[src/verilog/vsi_modulation_pkg.sv]
//--------------------------------------------------
// VSI modulation package
// Register map of the PWM peripheral, the fixed
// configuration sequence and the types shared by
// the pre-modulation processor blocks
//--------------------------------------------------
package vsi_modulation_pkg;

    // Inverter geometry
    localparam int n_phases = 4;
    localparam int n_pwm_channels = 4;
    localparam int compare_width = 16;

    localparam logic [31:0] pwm_base_addr = 32'h43C0_0000;

    // Register offsets inside the PWM peripheral, one 32 bit word each
    localparam logic [31:0] control_reg_offset = 32'h0;
    localparam logic [31:0] rise_reg_offset = 32'h100;
    localparam logic [31:0] fall_reg_offset = rise_reg_offset + 4 * n_pwm_channels;
    localparam logic [31:0] period_reg_offset = rise_reg_offset + (3 * n_pwm_channels + 1) * 4;

    localparam logic [31:0] modulator_on_word = 32'h0000_1128;
    localparam logic [31:0] modulator_off_word = 32'h0000_1100;

    typedef struct packed {
        logic [31:0] offset;
        logic [31:0] data;
    } config_pair_t;

    // Configuration writes, sent in index order
    localparam int config_length = 3;
    localparam config_pair_t config_sequence [config_length] = '{
        '{offset: control_reg_offset, data: 32'h0000_1100},
        '{offset: rise_reg_offset + (3 * n_pwm_channels + 5) * 4, data: 32'h0000_0001},
        '{offset: rise_reg_offset + (3 * n_pwm_channels + 3) * 4, data: 32'h0000_00FF}
    };

    // Period word followed by one rising and one falling compare per phase
    localparam int burst_length = 1 + 2 * n_phases;

    typedef struct packed {
        logic [31:0] dest;
        logic [31:0] data;
    } write_req_t;

    typedef struct packed {
        logic [compare_width-1:0] period;
        logic [n_phases-1:0][compare_width-1:0] rise;
        logic [n_phases-1:0][compare_width-1:0] fall;
    } compare_set_t;

    typedef enum logic [1:0] {
        cmd_none,
        cmd_start,
        cmd_stop,
        cmd_configure
    } writer_cmd_t;

endpackage
[src/verilog/vsi_pre_modulation_processor.sv]
//--------------------------------------------------
// VSI pre-modulation processor
// Top level joining the compare calculator, the
// modulator sequencer and the register writer
//--------------------------------------------------
`timescale 1ns/1ps

module vsi_pre_modulation_processor (
    input  logic clock,
    input  logic reset,
    input  logic configure,
    input  logic start,
    input  logic stop,
    input  logic [3:0] update,
    input  logic [vsi_modulation_pkg::compare_width-1:0] period,
    input  logic [vsi_modulation_pkg::n_phases-1:0][vsi_modulation_pkg::compare_width-1:0] duty,
    input  logic write_ready,
    output logic write_valid,
    output vsi_modulation_pkg::write_req_t write_req,
    output logic done,
    output logic modulator_status
);
    import vsi_modulation_pkg::*;

    compare_set_t compare_set;
    logic compare_valid;
    writer_cmd_t command;
    logic writer_busy;

    compare_calculator calculator (
        .clock(clock),
        .reset(reset),
        .update(update),
        .period(period),
        .duty(duty),
        .modulator_status(modulator_status),
        .compare_set(compare_set),
        .compare_valid(compare_valid)
    );

    modulator_sequencer sequencer (
        .clock(clock),
        .reset(reset),
        .configure(configure),
        .start(start),
        .stop(stop),
        .writer_busy(writer_busy),
        .command(command),
        .modulator_status(modulator_status)
    );

    register_writer writer (
        .clock(clock),
        .reset(reset),
        .command(command),
        .compare_set(compare_set),
        .compare_valid(compare_valid),
        .write_ready(write_ready),
        .writer_busy(writer_busy),
        .write_valid(write_valid),
        .write_req(write_req),
        .done(done)
    );

endmodule

[src/verilog/register_writer.sv]
//--------------------------------------------------
// Register writer
// Serializes control writes, the configuration
// sequence and compare bursts onto the write bus
// with a one-cycle strobe and a ready level
//--------------------------------------------------
`timescale 1ns/1ps

module register_writer (
    input  logic clock,
    input  logic reset,
    input  vsi_modulation_pkg::writer_cmd_t command,
    input  vsi_modulation_pkg::compare_set_t compare_set,
    input  logic compare_valid,
    input  logic write_ready,
    output logic writer_busy,
    output logic write_valid,
    output vsi_modulation_pkg::write_req_t write_req,
    output logic done
);
    import vsi_modulation_pkg::*;

    typedef enum logic [1:0] {st_idle, st_issue, st_wait_ack} writer_state_t;
    typedef enum logic [1:0] {job_control, job_config, job_burst} writer_job_t;

    writer_state_t state;
    writer_job_t job;
    writer_cmd_t command_slot;
    logic compare_pending;
    compare_set_t pending_set;
    compare_set_t active_set;
    logic [31:0] control_word;
    logic [3:0] word_count;
    logic [3:0] last_word;
    logic [1:0] phase_index;
    logic start_command;
    logic start_burst;
    logic send;
    write_req_t next_req;

    assign writer_busy = (state != st_idle) || (command_slot != cmd_none);

    // Commands take precedence over a waiting compare set
    assign start_command = (state == st_idle) && (command_slot != cmd_none);
    assign start_burst = (state == st_idle) && (command_slot == cmd_none) && compare_pending;
    assign send = (state == st_issue) && write_ready;

    // Address and data of the current word
    always_comb begin
        // Words 1 to 4 and 5 to 8 both map to phases 0 to 3 this way
        phase_index = word_count[1:0] - 2'd1;
        last_word = 4'd0;
        next_req.dest = pwm_base_addr + control_reg_offset;
        next_req.data = control_word;
        case (job)
            job_config: begin
                last_word = 4'(config_length - 1);
                next_req.dest = pwm_base_addr + config_sequence[word_count[1:0]].offset;
                next_req.data = config_sequence[word_count[1:0]].data;
            end
            job_burst: begin
                last_word = 4'(burst_length - 1);
                if (word_count == 4'd0) begin
                    next_req.dest = pwm_base_addr + period_reg_offset;
                    next_req.data = 32'(active_set.period);
                end else if (word_count <= 4'(n_phases)) begin
                    next_req.dest = pwm_base_addr + rise_reg_offset + 32'({phase_index, 2'b00});
                    next_req.data = 32'(active_set.rise[phase_index]);
                end else begin
                    next_req.dest = pwm_base_addr + fall_reg_offset + 32'({phase_index, 2'b00});
                    next_req.data = 32'(active_set.fall[phase_index]);
                end
            end
            default: begin
            end
        endcase
    end

    always_ff @(posedge clock) begin
        if (!reset) begin
            state <= st_idle;
            job <= job_control;
            command_slot <= cmd_none;
            compare_pending <= 1'b0;
            word_count <= 4'd0;
            write_valid <= 1'b0;
            done <= 1'b0;
        end else begin
            write_valid <= 1'b0;
            done <= 1'b0;
            case (state)
                st_idle: begin
                    word_count <= 4'd0;
                    if (start_command) begin
                        command_slot <= cmd_none;
                        job <= (command_slot == cmd_configure) ? job_config : job_control;
                        state <= st_issue;
                    end else if (start_burst) begin
                        compare_pending <= 1'b0;
                        job <= job_burst;
                        state <= st_issue;
                    end
                end
                st_issue: begin
                    if (send) begin
                        write_valid <= 1'b1;
                        done <= (job == job_config) && (word_count == last_word);
                        state <= st_wait_ack;
                    end
                end
                default: begin
                    // Slave acknowledges by dropping ready, st_issue waits for it to return
                    if (!write_ready) begin
                        if (word_count == last_word) begin
                            state <= st_idle;
                        end else begin
                            word_count <= word_count + 4'd1;
                            state <= st_issue;
                        end
                    end
                end
            endcase
            if (command != cmd_none) begin
                command_slot <= command;
            end
            if (compare_valid) begin
                compare_pending <= 1'b1;
            end
        end
    end

    // Payload registers
    always_ff @(posedge clock) begin
        if (send) begin
            write_req <= next_req;
        end
        // A newer compare set replaces one that is still waiting
        if (compare_valid) begin
            pending_set <= compare_set;
        end
        if (start_burst) begin
            active_set <= pending_set;
        end
        if (start_command) begin
            control_word <= (command_slot == cmd_start) ? modulator_on_word : modulator_off_word;
        end
    end

endmodule

[src/verilog/modulator_sequencer.sv]
//--------------------------------------------------
// Modulator sequencer
// Holds start, stop and configure requests until
// the register writer is free, then hands them over
// as commands and tracks the modulator state
//--------------------------------------------------
`timescale 1ns/1ps

module modulator_sequencer (
    input  logic clock,
    input  logic reset,
    input  logic configure,
    input  logic start,
    input  logic stop,
    input  logic writer_busy,
    output vsi_modulation_pkg::writer_cmd_t command,
    output logic modulator_status
);
    import vsi_modulation_pkg::*;

    logic start_request;
    logic stop_request;
    logic configure_request;
    logic issue;

    // The writer raises busy one cycle after it takes a command,
    // so a command still on the port also blocks the next one
    assign issue = !writer_busy && (command == cmd_none);

    always_ff @(posedge clock) begin
        if (!reset) begin
            start_request <= 1'b0;
            stop_request <= 1'b0;
            configure_request <= 1'b0;
            command <= cmd_none;
            modulator_status <= 1'b0;
        end else begin
            command <= cmd_none;
            start_request <= start_request | start;
            stop_request <= stop_request | stop;
            configure_request <= configure_request | configure;

            if (issue) begin
                if (stop_request) begin
                    // A stop also cancels any start that was waiting
                    command <= cmd_stop;
                    modulator_status <= 1'b0;
                    stop_request <= stop;
                    start_request <= start;
                end else if (start_request) begin
                    command <= cmd_start;
                    modulator_status <= 1'b1;
                    start_request <= start;
                end else if (configure_request) begin
                    command <= cmd_configure;
                    configure_request <= configure;
                end
            end
        end
    end

endmodule

[src/verilog/compare_calculator.sv]
//--------------------------------------------------
// Compare calculator
// Collects update requests and, while the modulator
// is off, turns period and duty into center-aligned
// rising and falling compare values
//--------------------------------------------------
`timescale 1ns/1ps

module compare_calculator (
    input  logic clock,
    input  logic reset,
    input  logic [3:0] update,
    input  logic [vsi_modulation_pkg::compare_width-1:0] period,
    input  logic [vsi_modulation_pkg::n_phases-1:0][vsi_modulation_pkg::compare_width-1:0] duty,
    input  logic modulator_status,
    output vsi_modulation_pkg::compare_set_t compare_set,
    output logic compare_valid
);
    import vsi_modulation_pkg::*;

    logic update_pending;
    logic calculate;
    logic [compare_width-1:0] half_period;
    logic [n_phases-1:0][compare_width-1:0] half_duty;

    // Each half is truncated on its own, so an odd period loses its LSB
    always_comb begin
        half_period = period >> 1;
        for (int i = 0; i < n_phases; i++) begin
            half_duty[i] = duty[i] >> 1;
        end
    end

    always_ff @(posedge clock) begin
        if (!reset) begin
            update_pending <= 1'b0;
            calculate <= 1'b0;
            compare_valid <= 1'b0;
        end else begin
            compare_valid <= calculate;
            if (update_pending && !modulator_status) begin
                // An update arriving right now must not be lost
                update_pending <= |update;
                calculate <= 1'b1;
            end else begin
                update_pending <= update_pending | (|update);
                calculate <= 1'b0;
            end
        end
    end

    // Values are sampled in the calculate cycle and held until the next one
    always_ff @(posedge clock) begin
        if (calculate) begin
            compare_set.period <= period;
            for (int i = 0; i < n_phases; i++) begin
                compare_set.rise[i] <= half_period - half_duty[i];
                compare_set.fall[i] <= half_period + half_duty[i];
            end
        end
    end

endmodule

[config.mk]
export PLATFORM = sky130hd
export DESIGN_NAME = vsi_pre_modulation_processor
export DESIGN_NICKNAME = d
export VERILOG_FILES = /design/src/verilog/vsi_modulation_pkg.sv /design/src/verilog/vsi_pre_modulation_processor.sv /design/src/verilog/register_writer.sv /design/src/verilog/modulator_sequencer.sv /design/src/verilog/compare_calculator.sv
export SDC_FILE = /design/constraint.sdc
export NUM_CORES = 1
export LEC_CHECK = 0
export BUFFER_PORTS_ARGS = -buffer_cell sky130_fd_sc_hd__buf_2
export CELL_PAD_IN_SITES_DETAIL_PLACEMENT = 2
export CELL_PAD_IN_SITES_GLOBAL_PLACEMENT = 2
export CORE_UTILIZATION = 43
export DETAILED_ROUTE_END_ITERATION = 6
export PLACE_DENSITY_LB_ADDON = 0.1
export SYNTH_ARGS = -nofsm -noshare
export SYNTH_HDL_FRONTEND = slang
export SYNTH_SLANG_ARGS = --single-unit
[constraint.sdc]
create_clock -name clock -period 5.8 [get_ports clock]
set_clock_uncertainty 0.15 [all_clocks]
set_input_delay 0.58 -clock clock [delete_from_list [all_inputs] [get_ports clock]]
set_output_delay 0.58 -clock clock [all_outputs]
set_load 0.005 [all_outputs]
# After elaboration in Yosys (flattened, before gate mapping)
# Cells that the tools add are included.
dict set report word_totals {
  mem_bits_ro 0
  word_cells 164
  output_inout_bits 67
  memories 0
  ff_bits 550
  latchBits 0
  in_bits 90
  ram_bits 0
}
dict set report classes {
  div_mod_pow 0
  n_bitwise 8
  n_reduce_logical 34
  n_mux 48
  shift 0
  n_addsub 13
  n_mul 0
  order_cmp 3
  eq_ne 12
}
# cell n
set ops {}
lappend ops {{$mux W64} 4}
lappend ops {{$bmux W64 S2} 1}
lappend ops {{$pmux W64 S2} 1}
lappend ops {{$add A15 B15 Y16} 4}
lappend ops {{$add A31 B4 Y32 const A} 2}
lappend ops {{$bmux W16 S2} 2}
lappend ops {{$sub A15 B15 Y16} 4}
lappend ops {{$add A31 B32 Y32 const A} 1}
lappend ops {{$mux W16} 2}
lappend ops {{$mux W2} 12}
lappend ops {{$mux W1} 20}
lappend ops {{$reduce_bool A2 Y1} 9}
lappend ops {{$pmux W4 S2} 2}
lappend ops {{$reduce_and A3 Y1} 4}
lappend ops {{$reduce_and A2 Y1} 5}
lappend ops {{$mux W4} 2}
lappend ops {{$logic_and A1 B1 Y1} 7}
lappend ops {{$eq A2 B1 Y1 const B} 3}
lappend ops {{$logic_not A2 Y1} 3}
lappend ops {{$mux W6} 1}
lappend ops {{$ne A2 B1 Y1 const B} 3}
lappend ops {{$ne A3 B1 Y1 const B} 2}
lappend ops {{$add A4 B1 Y4 const B} 1}
lappend ops {{$eq A2 B2 Y1 const B} 2}
lappend ops {{other kinds (15)} 21}

# Longest topological paths before layout
dict set report logic_depth {
  depth_word 7
  ltp_mapped 12
  ltp_nobuf 10
}

# Cells and area by module
# A second synthesis with hierarchy kept.
dict set report hier_totals {
  hier_cells 1554
  area_unflattened_um2 22032.4
}
# module seq_area_each_um2 area_each_um2 instances cells_each
set modules_own_cells {}
lappend modules_own_cells {register_writer 9629.2 11647.4 1 539}
lappend modules_own_cells {compare_calculator 4264.1 10158.5 1 991}
lappend modules_own_cells {modulator_sequencer 120.1 226.5 1 24}

# Worst setup path before layout
# No wires, ideal clock.
dict set report synth_path {
  path_type {register to register}
  start {register writer.state[1]}
  end {register writer.active_set[0] in the netlist's numbering, enable pin}
  t_arrival_ps 4055
  n_path_buf 0
  required_ps 5133
  period_less_slack_ps 4722
  path_slack_ps 1078
  stages_incl_launch_ff 3
  path_cell_list {dfxtp_1 -> nor2_1 -> and3_1}
}
dict set report synth_between {
  elab_chain_len 3
}
# item line
set synth_rtl {}
lappend synth_rtl {{start, declared} register_writer.sv:26} ;# writer_state_t state;
lappend synth_rtl {{start signal, assigned} register_writer.sv:81} ;# state <= st_idle;
lappend synth_rtl {{start signal, assigned} register_writer.sv:97} ;# state <= st_issue;
lappend synth_rtl {{start signal, assigned} register_writer.sv:101} ;# state <= st_issue;
lappend synth_rtl {{$logic_not A2 Y1} register_writer.sv:45} ;# assign start_burst = (state == st_idle) && (command_slot == cmd_none) && compare_pending;
lappend synth_rtl {{$logic_and A1 B1 Y1 (2 in series)} register_writer.sv:45}
lappend synth_rtl {{via writer.start_burst} register_writer.sv:37} ;# logic start_burst;
lappend synth_rtl {{end signal, assigned} register_writer.sv:142} ;# active_set <= pending_set;
lappend synth_rtl {{end, declared} register_writer.sv:31} ;# compare_set_t active_set;
# The timed path passes the listed nets, and every way through them passes these cells.
# A chain may end at the register's enable or synchronous reset.

# Final worst setup path
dict set report layout_path {
  start {input port period[2] in the netlist's numbering}
  end {register calculator.compare_set[92] (netlist name)}
}
dict set report layout_between {
  elab_chain_len 1
}
# item line
set layout_rtl {}
lappend layout_rtl {{start, declared} vsi_pre_modulation_processor.sv:15} ;# input logic [vsi_modulation_pkg::compare_width-1:0] period,
lappend layout_rtl {{$sub A15 B15 Y16} compare_calculator.sv:57} ;# compare_set.rise[i] <= half_period - half_duty[i];
# Every way passes these cells.

==> Flow_metrics.wiki <==
{| class="wikitable"
! Metric !! Value
|-
| Final nets || between 1500 and 2000
|-
| Sequential-to-total area share from yosys stat || 0.639
|-
| Initial Util || 0.438
|-
| Max layer used || met5
|-
| Cell variety after synth || 69
|-
| Ys Warns || 0
|-
| Global route overflow || 0
|-
| Amount of wire on met2 after detailed routing || ~31000 um
|-
| Antenna Nets Post-Route || 0
|-
| Hold/Removal Path Class || in -> reg
|-
| Die Footprint || around 50000 sq um
|-
| Number of sinks on the clock net || roughly 470
|-
| Iteration-0 DRC count of the detailed router || 947
|-
| Total GRT Usage || 0.248
|-
| Floorplan die height || roughly 230 um
|-
| Util after Layout || 0.494
|-
| Slew at the pin closest to its max-slew limit || approximately 1.0 ns
|-
| Endpoint kind of the worst setup timing path || register
|-
| Number of buffers between clock root and the deepest sink || 3
|-
| Clk slew on worst S/H paths || ~0.060 ns
|-
| Final number of hold-violating endpoints || 0
|-
| F_max || 0.293 GHz
|-
| Primary flip-flop cell chosen by synthesis mapping || edfxtp_1
|-
| I/O pin total || between 150 and 200
|-
| Final setup viols || 0
|-
| Worst slew margin relative to its limit || 0.305
|-
| Number of iterations in the first detailed-routing pass || 5
|-
| Antenna fix cells || 0
|-
| Initial antenna violation count || 3
|-
| Worst Path Arrival || roughly 3.6 ns
|-
| Area used by multi-input combinational logic || between 6000 and 7000 sq um
|-
| Total CTS buffers || 50
|-
| Synthesized area per cell || 14.0 sq um
|-
| FP Rows || 81
|-
| Syn-to-layout area delta || 12.6%
|-
| First-pass GRT wire length || between 90000 and 100000 um
|-
| Max-slew violation total from the final report || 0
|-
| GPL Wtd Cong || 0.812
|-
| Most area-consuming cells after synthesis || edfxtp_1 62%, ha_1 7.3%, mux4_2 3.2%, xnor2_1 2.7%, inv_1 2.1%
|-
| Share of the synthesized area in the top cell type || 0.619
|-
| Wire length on met3 || 2780 um
|-
| Detail Placement HPWL || ~42000 um
|-
| Reported leakage power || a little over 9 nW
|-
| Final clock period utilization by the worst path || 0.589
|-
| DRC violations left || 0
|-
| Area of all sequential standard cells || 13800 sq um
|-
| Root cell of the clock tree || clkbuf_16
|-
| Most frequent cells in the layout || 444 x edfxtp_1, 125 x ha_1, 118 x inv_1
|-
| Via count of the routed design || 13000
|-
| DRT met1 WL || 26900 um
|-
| R2R setup slack || ~2.9 ns
|-
| Fillcell total || between 4000 and 5000
|-
| Post-Route WL || a little over 60000 um
|-
| Largest area contributor in the synthesized netlist || edfxtp_1
|-
| RSZ-0062 raised after global routing || no
|-
| Post-layout min period || 3.42 ns
|-
| WL per Instance || roughly 26 um
|-
| Post-Syn Area || 21600 sq um
|-
| Count of state elements after synthesis || around 470
|-
| Async S/R FF share, synth || 0
|-
| Kind of start point of the critical path || input pin
|-
| Die width || approximately 230 um
|-
| Number of buffers inserted by port buffering || about 120
|-
| Placeable Area || 49200 sq um
|-
| Critical Setup Path Class || in -> reg
|-
| Post-synth EDFFs || approximately 440
|-
| Most common cell after layout, fill and taps aside || edfxtp_1
|-
| Layout cells sized above 1 || 0.146
|-
| Pin count of the biggest net entering global routing || roughly 70
|-
| Total number of H-tree levels || 2
|-
| Setup Fix Bufs, Post-CTS || 0
|-
| Post-route setup TNS || 0 ns
|-
| Power per cell area || about 340 nW/um^2
|-
| Required time worst endpoint || between 5 and 6 ns
|-
| Number of global-route vias before repair || 14300
|-
| Outcome || finished clean
|-
| Skew-Pair Late Insertion Delay || approximately 0.60 ns
|-
| Highest fanout seen on the critical path || 14
|-
| Mapped Cells || about 1500
|-
| Max-cap violations || 0
|-
| Peak supply drop || around 0.21 mV
|-
| Vias per inst || 5.53
|-
| CTS tree || yes
|}
sequential cells by signal, indices dropped and copies added (netlist names), 2 cells and up:
signal / cells
calculator.compare_set: 140
sequencer.command: 2
writer.active_set: 140
writer.command_slot: 2
writer.job: 2
writer.pending_set: 140
writer.state: 2
writer.word_count: 4
writer.write_req: 23
final cells by class:
type / instances / area share
flip-flops and latches: 466 / 0.568
multi-input cells: 892 / 0.283
clock buffers: 62 / 0.0560
well taps: 664 / 0.0342
repair buffers: 127 / 0.0275
inverters: 118 / 0.0182
clock inverters: 29 / 0.0129
metal layers:
metal,track usage,up-vias
met2,0.421,386
met5,0,-
met1,0.332,6737
met4,0.0700,2
met3,0.0341,102
li1,-,5811
stage by stage:
| step | instances | hold WS [ns] | setup slack [ns] | power (mW) | instance area, sq um |
|---|---|---|---|---|---|
| 6_report | 2358 | 0.0465 | 2.38 | 8.34 | 24300 |
| 5_1_grt | 2358 | 0.0284 | 2.34 | 8.58 | 24300 |
| 4_1_cts | 2358 | 0.0125 | 2.41 | 8.42 | 24300 |
| 3_5_place_dp | 2266 | 0.255 | 1.82 | 5.01 | 22600 |
| 3_3_place_gp | 2266 | 0.250 | 1.99 | 4.92 | 22600 |
| 2_1_floorplan | 1579 | 0.250 | 1.08 | 4.69 | 21700 |
critical path, stage by stage:
cell and delay, ns:
buf_2 0.39, inv_1 0.36, fa_1 0.56, nor2b_1 0.24, o31a_1 0.24, nor4_1 0.07, nor3_1 0.47, a41oi_1 0.31
nor2b_1 0.23, xnor2_1 0.13
report_power, final:
| part | total, mW | switching (mW) | internal [mW] |
|---|---|---|---|
| Clock | 3.36 | 1.39 | 1.97 |
| Sequential | 4.05 | 0.106 | 3.95 |
| Combinational | 0.926 | 0.599 | 0.327 |
| Total | 8.34 | 2.09 | 6.24 |
kinds of logic (layout without fill, tap and decap cells):
group                    count (synthesis)  in the layout  synth area share
other                                    2             38          0.000348
buffers and inverters                  221            336            0.0488
multiplexers                            49             49            0.0408
flip-flops                             466            466             0.639
adder cells (fa/ha/maj)                134            134            0.0806
AND/OR/NAND/NOR                        277            277            0.0619
XOR/XNOR                                96             96            0.0390
AO/OA/AOI/OAI                          298            298            0.0895
what timing repair did:
item                                   4_1_cts  5_1_grt
endpoints found under the hold margin        1        0
hold buffers                                 1        0
resized for setup                            0        0
cells in the mapped netlist (all sizes together) (25+ instances only):
cell type	instances
clkbuf	49
xnor2	67
nand2	44
nor3	25
o21ai	63
xor2	29
ha	126
nor2b	26
buf	54
edfxtp	444
a21oi	89
inv	118
mux4	31
nor2	110
path summary, 6_finish.rpt:
kind | start | end | cells after the start
worst max-delay path | period[2] | calculator.compare_set[92] | 10
worst min-delay path | configure | sequencer.configure_request | 2
worst max register to register | writer.state[1] | writer.active_set[73] | 3
worst min register to register | writer.pending_set[142] | writer.active_set[142] | 0
Power figures use the tool's default switching activity.
